==> src/logic/uart_rx_pkg.sv <==
package uart_rx_pkg;

    // one received data byte.
    typedef logic [7:0] rx_byte_t;

    // position within one bit time, in baud16 ticks.
    typedef logic [3:0] sample_count_t;

    // index of the data bit being received.
    typedef logic [3:0] bit_index_t;

    // what the receiver hands to the FIFO and the FIFO hands to the host.
    typedef struct packed {
        rx_byte_t data;
        logic     framing_error;
    } rx_frame_t;

    typedef enum logic [1:0] {
        idle,
        start,
        data,
        stop
    } rx_state_t;

    // tick at which the start bit is checked again.
    localparam sample_count_t MID_SAMPLE = 4'd7;

    // baud16 ticks per bit.
    localparam int BIT_TICKS = 16;

    // data bits per 8N1 frame.
    localparam int DATA_BITS = 8;

endpackage

==> src/logic/rx_byte_fifo.sv <==
`timescale 1ns/10ps

module rx_byte_fifo #(
    parameter int FIFO_DEPTH = 4
) (
    input  logic                   baud16,
    input  logic                   reset,
    input  uart_rx_pkg::rx_frame_t frame,
    input  logic                   frame_valid,
    input  logic                   rd_en,
    output uart_rx_pkg::rx_frame_t rd_frame,
    output logic                   empty,
    output logic                   overrun
);

    import uart_rx_pkg::*;

    localparam int ADDR_W = $clog2(FIFO_DEPTH);

    // one extra bit tells a full buffer from an empty one.
    typedef logic [ADDR_W:0] fifo_ptr_t;

    rx_frame_t mem [FIFO_DEPTH];
    fifo_ptr_t wr_ptr;
    fifo_ptr_t rd_ptr;
    logic      full;
    logic      do_write;
    logic      do_read;

    assign empty = (wr_ptr == rd_ptr);
    assign full  = (wr_ptr[ADDR_W] != rd_ptr[ADDR_W]) &&
                   (wr_ptr[ADDR_W-1:0] == rd_ptr[ADDR_W-1:0]);

    assign do_write = frame_valid & ~full;
    assign do_read  = rd_en & ~empty;

    // fall-through head.
    assign rd_frame = mem[rd_ptr[ADDR_W-1:0]];

    always_ff @(posedge baud16 or posedge reset) begin
        if (reset) begin
            wr_ptr  <= '0;
            rd_ptr  <= '0;
            overrun <= 1'b0;
            for (int i = 0; i < FIFO_DEPTH; i++) begin
                mem[i] <= '0;
            end
        end else begin
            if (do_write) begin
                mem[wr_ptr[ADDR_W-1:0]] <= frame;
                wr_ptr <= wr_ptr + fifo_ptr_t'(1);
            end
            if (do_read) begin
                rd_ptr <= rd_ptr + fifo_ptr_t'(1);
            end
            // frame lost, sticky until reset.
            if (frame_valid && full) begin
                overrun <= 1'b1;
            end
        end
    end

endmodule

==> src/logic/rx_line_sync.sv <==
`timescale 1ns/10ps

module rx_line_sync (
    input  logic baud16,
    input  logic reset,
    input  logic serial_in,
    output logic line_clean
);

    logic [1:0] sync_q;
    logic [2:0] history;

    // the line idles high, so everything starts at 1.
    always_ff @(posedge baud16 or posedge reset) begin
        if (reset) begin
            sync_q  <= 2'b11;
            history <= 3'b111;
        end else begin
            sync_q  <= {sync_q[0], serial_in};
            history <= {history[1:0], sync_q[1]};
        end
    end

    // two out of three.
    // a level held for a single tick never wins the vote.
    assign line_clean = (history[0] & history[1]) |
                        (history[0] & history[2]) |
                        (history[1] & history[2]);

endmodule

==> src/logic/rx_shift_register.sv <==
`timescale 1ns/10ps

module rx_shift_register (
    input  logic                  baud16,
    input  logic                  reset,
    input  logic                  line_clean,
    output uart_rx_pkg::rx_frame_t frame,
    output logic                  frame_valid
);

    import uart_rx_pkg::*;

    rx_state_t     state;
    sample_count_t sample_count;
    bit_index_t    bit_index;
    rx_byte_t      shift_data;
    logic          line_prev;
    logic          line_fall;
    logic          sample_tick;
    logic          last_bit;

    assign line_fall   = line_prev & ~line_clean;
    assign sample_tick = (sample_count == sample_count_t'(BIT_TICKS - 1));
    assign last_bit    = (bit_index == bit_index_t'(DATA_BITS - 1));

    always_ff @(posedge baud16 or posedge reset) begin
        if (reset) begin
            state        <= idle;
            sample_count <= '0;
            bit_index    <= '0;
            line_prev    <= 1'b1;
            frame_valid  <= 1'b0;
        end else begin
            line_prev   <= line_clean;
            frame_valid <= 1'b0;

            case (state)
                idle: begin
                    sample_count <= '0;
                    if (line_fall) begin
                        state <= start;
                    end
                end

                start: begin
                    sample_count <= sample_count + sample_count_t'(1);
                    // middle of the start bit.
                    if (sample_count == MID_SAMPLE) begin
                        sample_count <= '0;
                        bit_index    <= '0;
                        if (line_clean) begin
                            // false start, the line went back up.
                            state <= idle;
                        end else begin
                            state <= data;
                        end
                    end
                end

                data: begin
                    // counter wraps to 0 after the sample tick.
                    sample_count <= sample_count + sample_count_t'(1);
                    if (sample_tick) begin
                        bit_index <= bit_index + bit_index_t'(1);
                        if (last_bit) begin
                            state <= stop;
                        end
                    end
                end

                stop: begin
                    sample_count <= sample_count + sample_count_t'(1);
                    if (sample_tick) begin
                        frame_valid <= 1'b1;
                        state       <= idle;
                    end
                end

                default: begin
                    state <= idle;
                end
            endcase
        end
    end

    // lsb first, so new bits enter at the top and move down.
    always_ff @(posedge baud16) begin
        if (state == data && sample_tick) begin
            shift_data <= {line_clean, shift_data[DATA_BITS-1:1]};
        end
    end

    // a low stop bit still goes out, flagged.
    always_ff @(posedge baud16) begin
        if (state == stop && sample_tick) begin
            frame.data          <= shift_data;
            frame.framing_error <= ~line_clean;
        end
    end

endmodule

==> src/logic/uart_receiver.sv <==
`timescale 1ns/10ps

module uart_receiver #(
    parameter int FIFO_DEPTH = 4
) (
    input  logic                   baud16,
    input  logic                   reset,
    input  logic                   serial_in,
    input  logic                   rd_en,
    output uart_rx_pkg::rx_frame_t rd_frame,
    output logic                   empty,
    output logic                   overrun
);

    import uart_rx_pkg::*;

    logic      line_clean;
    rx_frame_t frame;
    logic      frame_valid;

    // metastability and noise on the raw line.
    rx_line_sync u_line_sync (
        .baud16     (baud16),
        .reset      (reset),
        .serial_in  (serial_in),
        .line_clean (line_clean)
    );

    // 8N1 framing.
    rx_shift_register u_shift_register (
        .baud16      (baud16),
        .reset       (reset),
        .line_clean  (line_clean),
        .frame       (frame),
        .frame_valid (frame_valid)
    );

    // holds frames until the host pops them.
    rx_byte_fifo #(
        .FIFO_DEPTH (FIFO_DEPTH)
    ) u_byte_fifo (
        .baud16      (baud16),
        .reset       (reset),
        .frame       (frame),
        .frame_valid (frame_valid),
        .rd_en       (rd_en),
        .rd_frame    (rd_frame),
        .empty       (empty),
        .overrun     (overrun)
    );

endmodule

==> config.mk <==
export PLATFORM = sky130hd
export DESIGN_NAME = uart_receiver
export DESIGN_NICKNAME = d
export VERILOG_FILES = /design/src/logic/uart_rx_pkg.sv /design/src/logic/rx_byte_fifo.sv /design/src/logic/rx_line_sync.sv /design/src/logic/rx_shift_register.sv /design/src/logic/uart_receiver.sv
export SDC_FILE = /design/constraint.sdc
export NUM_CORES = 1
export LEC_CHECK = 0
export BUFFER_PORTS_ARGS = -buffer_cell sky130_fd_sc_hd__buf_2
export CELL_PAD_IN_SITES_DETAIL_PLACEMENT = 1
export CELL_PAD_IN_SITES_GLOBAL_PLACEMENT = 2
export CORE_MARGIN = 2
export CORE_UTILIZATION = 25
export CTS_CLUSTER_SIZE = 30
export DETAILED_ROUTE_END_ITERATION = 16
export PLACE_DENSITY = 0.49
export RECOVER_POWER = 100
export SYNTH_ARGS = -nofsm -noshare
export SYNTH_HDL_FRONTEND = slang
export SYNTH_SLANG_ARGS = --single-unit
==> constraint.sdc <==
create_clock -name baud16 -period 2.1 [get_ports baud16]
set_input_delay 0.21 -clock baud16 [delete_from_list [all_inputs] [get_ports baud16]]
set_output_delay 0.21 -clock baud16 [all_outputs]
set_load 0.01 [all_outputs]
Word-level counts from Yosys, hierarchy flattened
Cells that the tools add are included.

Bitwise operators: 13. Reduce and logical (&&, ||, !) cells: 10. Multiplexer cells: 20. Divide/modulo/power cells: 0. $lt $le $gt $ge: 3. Multiply operators: 0. Shift operators: 0. Add/sub/neg operators: 4. Eq/ne operators: 14.

Operators by type and width (number): bitwise mux 36 bit (1); two-way mux 9 bit (3); binary-select mux 9 bit (select 2 bit) (1); demux 9 bit (select 2 bit) (1); two-way mux 2 bit (6); two-way mux 4 bit (3); case mux 4 bit (3 select lines) (1); != test 2 x 1 -> 1 bit (second input constant) (5); adder 4 x 1 -> 4 bit (second input constant) (2); equality test 4 x 3 -> 1 bit (second input constant) (2); case mux 2 bit (4 select lines) (1); case mux 4 bit (2 select lines) (1); adder 3 x 1 -> 3 bit (second input constant) (2); bitwise AND 1 bit (6); >= comparator 3 bit (second input constant) (2); NOT 2 -> 3 bit (2); logical AND 1 bit (5); AND reduction 5 bit (1); equality test 2 bit (second input constant) (2); equality test 4 bit (second input constant) (1); equality test 3 bit (1); < comparator 3 x 1 -> 1 bit (second input constant) (1); NOT 1 bit (3); AND reduction 3 bit (1); 8 further kinds (10).

ROM bits: 0. Memory bits (writable): 0. Output and inout port bits: 11. Input bits: 4. Register bits: 77. Memories: 0. Latch bits: 0.

Depth between registers and ports, before layout
Depth in word-level cells: 7. Mapped depth: 6.

By module
A second synthesis with hierarchy kept.

Cell total of the unflattened synthesis: 212. Area, all modules: 3352.0 um^2.

By module, submodules not included: rx_byte_fifo (sequential area each 1076.0 um^2, area an instance 2090.8 um^2, instances 1, cells an instance 131); rx_shift_register (sequential area each 812.0 um^2, area an instance 1114.8 um^2, instances 1, cells an instance 74); rx_line_sync (sequential area each 131.4 um^2, area an instance 146.4 um^2, instances 1, cells an instance 7).

Least setup slack after synthesis
Ideal clock, no wire load.

Path type: register to register. Start point: register u_shift_register.state[0]. End point: register u_shift_register.shift_data[0], enable pin. Library setup time: 370 ps. Cell stages (with the launch flop): 6. Required time: 1730 ps. Period minus slack after synthesis: 1709 ps. Setup slack: 391 ps. Path buffers: 1. Arrival time: 1339 ps. Path through: dfrtp_1 > inv_1 > ha_1 > clkbuf_1 > inv_1 > nor2_1.

Cells in the longest elaborated chain, start to end: 2.

Ends and longest elaborated chain: start: declaration (RTL line rx_shift_register.sv:13) `rx_state_t state;`; start signal: assignment (RTL line rx_shift_register.sv:28) `state <= idle;`; start signal: assignment (RTL line rx_shift_register.sv:41) `state <= start;`; start signal: assignment (RTL line rx_shift_register.sv:53) `state <= idle;`; equality test 2 bit (RTL line rx_shift_register.sv:88) `if (state == data && sample_tick) begin`; logical AND 1 bit (RTL line rx_shift_register.sv:88); end signal: assignment (RTL line rx_shift_register.sv:89) `shift_data <= {line_clean, shift_data[DATA_BITS-1:1]};`; end: declaration (RTL line rx_shift_register.sv:16) `rx_byte_t shift_data;`.

No other way between the ends. A chain may end at the register's enable or synchronous reset.

==> key figures <==
Clocking
  • Bufs on Longest Clock Path: 2
  • Clock Tree Root: clkbuf_16
  • Number of buffers created by CTS: 9
  • Clock edge transition at the registers on the reported setup and hold paths: 60 ps
  • Buffer count from post-CTS setup fixing: 0
  • H-tree levels: 3
  • Quantity of gates resized following cts: 0
  • TritonCTS clock tree: built
  • TritonCTS sink count: a little under 80
  • Clock latency of the later-clocked register in the worst-skew pair: around 330 ps

Placed design
  • Post-placement worst setup slack: 255 ps
  • Post-detailed-placement cell area: between 0.003 and 0.004 mm²
  • HPWL after DPL: about 4300 µm
  • Global placer's final weighted congestion: 0.670
  • Number of input and output port buffers inserted: 14

Setup path
  • Arr. time, crit path: 1750 ps
  • Critical Path End Type: output pin
  • Worst reg-to-reg setup slack: between 200 and 300 ps
  • Data required time of the critical path: ~1900 ps
  • Startpoint Class: flip-flop
  • Worst R2R Path Depth: 6
  • Largest fanout on the critical path: 11
  • Critical path class: flip-flop to output pin

STA
  • Period utilization: 0.935
  • Skew final: approximately 4.7 ps
  • Final hold slack: between 150 and 200 ps
  • Slew at the pin with the worst max-slew slack: ~750 ps
  • Final-report hold violation count: 0
  • Aggregate negative setup slack: 0 ps
  • Unrepaired setup endpoints after global routing: no
  • Setup ws final: around 140 ps
  • Worst slew margin: 0.498
  • Time the worst path needs with I/O delays and setup: roughly 2000 ps
  • Timing-limited maximum frequency: 0.509 GHz
  • Number of pins with negative max-slew slack in the final report: 0
  • Final setup violating endpoints: 0

Cells and area
  • Combined area of the multi-input logic cells: ~0.0012 mm²
  • Filler Cell Count: ~1400
  • Synth-to-Final Area Change: 19.6%
  • Count of antenna diodes in the layout: 0
  • Core occupancy in the finished layout: 0.308
  • Final design area excluding fillers: slightly below 0.004 mm²
  • Layout net count: 256
  • FF+latch area: between 0.002 and 0.0025 mm²
  • Fraction of layout instances using a drive strength above 1: 0.350

Pwr
  • Total leakage power: ~1.7 nW
  • Largest vdd supply drop: roughly 0.00058 V
  • Power per standard cell area: 942 mW/mm²

Floorplanning
  • Num rows: 41
  • Starting density of the core: 0.258
  • DIE AREA: about 0.014 mm²
  • Height of the chip: between 100 and 150 µm
  • Area of the core: roughly 0.013 mm²
  • IO Count: 15
  • Die W: 118 µm

Logic synthesis
  • Number of enable-type register cells in the synthesized netlist: 17
  • Flip-flop and latch count after synthesis: a little under 80
  • Area contributors post-synth: dfrtp_1 (41%), edfxtp_1 (16%), mux2_2 (13%)
  • Number of instances in the synthesized netlist: 210
  • Ys async rst share: 0.779
  • Cell area after synthesis: 0.00327 mm²
  • Proportion of synthesized chip area in sequential cells: 0.618
  • Mean Syn Cell Area: between 15 and 20 µm²
  • Dominant cell by count in the synthesized netlist: dfrtp_1
  • Cell taking the most area after synthesis: dfrtp_1
  • Post-Synthesis Net Count: 225
  • Most common library cells after synthesis: dfrtp_1 (54), mux2_2 (37), edfxtp_1 (17), inv_1 (12), ha_1 (11)
  • Synth warn: 0
  • Number of library cell types mapped by synthesis: 36
  • Fraction of synthesized cell area taken by the top area cell type: 0.414
  • Most used DFF post-synth: dfrtp_1

Global routing
  • Gr usage total: 0.0998
  • Pin count of the biggest net entering global routing: between 40 and 50
  • Number of global-route vias before repair: 1957
  • Initial antenna violation count: 0
  • Total gr overflow: 0
  • Wire length of the first global-routing pass: between 10000 and 15000 µm

Job
  • Number of maximum-capacitance constraint violations: 0

Outcome
  • Result of the run: completed

Drt
  • Ratio of routed vias to standard cells: between 4 and 5
  • Total Wirelength: roughly 6400 µm
  • 1st-pass router iterations: 4
  • Number of routed nets with antenna violations: 0
  • Vias: around 1800
  • Routed wire length per instance: 15.3 µm
  • Final routed DRC violation total: 0
  • Number of DRC markers in iteration 0: 38

Worst hold path
  • Worst hold path cell count: 3
  • Worst min-delay path class: input port to flip-flop
## flip-flops by register name (all words and copies together), names as in the netlist, named ones only
register,flops
u_byte_fifo.rd_ptr,3
u_byte_fifo.mem,36
u_shift_register.bit_index,4
u_shift_register.state,1
u_shift_register.shift_data,8
u_line_sync.sync_q,2
u_shift_register.frame,9
u_byte_fifo.overrun,1
u_shift_register.sample_count,4
u_line_sync.history,3
u_byte_fifo.wr_ptr,3
u_shift_register.line_prev,1
u_shift_register.frame_valid,1
## placed cells by master, fill, tap and decap left out, types with 5 or more instances in the layout
master      n
dfrtp_1    54
mux2_2     37
edfxtp_1   17
inv_1      12
ha_1       11
clkbuf_1   11
clkbuf_16  10
mux4_2      9
xnor2_1     7
nor2_1      7
buf_2       6
dfstp_2     6
nand2_1     5
## where the power goes
group	switching, mW	leakage [nW]	internal [mW]
clock	0.602	0.149	0.998
combinational	0.274	0.605	0.192
sequential	0.0376	0.966	1.57
## kinds of logic (layout without fill, tap and decap cells)
family                   Yosys count  count (layout)  share of synthesized area
flip-flops                        77              77                      0.618
multiplexers                      50              50                      0.202
AND/OR/NAND/NOR                   31              31                     0.0517
AO/OA/AOI/OAI                     16              16                     0.0410
buffers and inverters             15              51                     0.0176
adder cells (fa/ha/maj)           12              12                     0.0452
XOR/XNOR                           9               9                     0.0241
## through the flow
step | instances | power [mW]
3_5_place_dp | 400 | 2.13
4_1_cts | 418 | 3.77
3_3_place_gp | 400 | 2.14
6_report | 418 | 3.68
5_1_grt | 418 | 3.87
2_1_floorplan | 210 | 1.99
## layout make-up
type	instances	area share
timing repair buffer	23	0.0324
multi-input combinational	118	0.304
inverter	12	0.0115
sequential	77	0.517
clock inverter	4	0.0135
tap	172	0.0551
clock buffer	12	0.0660
## critical path, cell delays in order (launching register included)
cell and delay, ps:
dfrtp_1 390, clkbuf_4 330, mux4_2 550, clkbuf_1 150
## layer usage
metal,routed length [µm],up-vias,GRT usage,part of all wire
li1,-,835,-,-
met1,3050,915,0.126,0.48
met2,3120,17,0.161,0.49
met3,152,8,0.0304,0.024
met4,87,0,0.0361,0.014
met5,0,-,0,0
## path summary, 6_finish.rpt
path                                                      end             startpoint
worst max-delay path                              rd_frame[3]  u_byte_fifo.rd_ptr[0]
max in group asynchronous                  u_byte_fifo.mem[2]                  reset
worst min register to register          u_line_sync.sync_q[1]  u_line_sync.sync_q[0]
worst max register to register                      flip-flop              flip-flop
worst min-delay path                    u_byte_fifo.rd_ptr[2]                  rd_en
min in group asynchronous       u_shift_register.bit_index[0]                  reset
## repair_timing
action                                  CTS  global route
endpoints found under the setup margin    0             0
hold buffers                              2             0
endpoints found under the hold margin    14             0
Note: power is estimated with default switching activity, not from simulation.
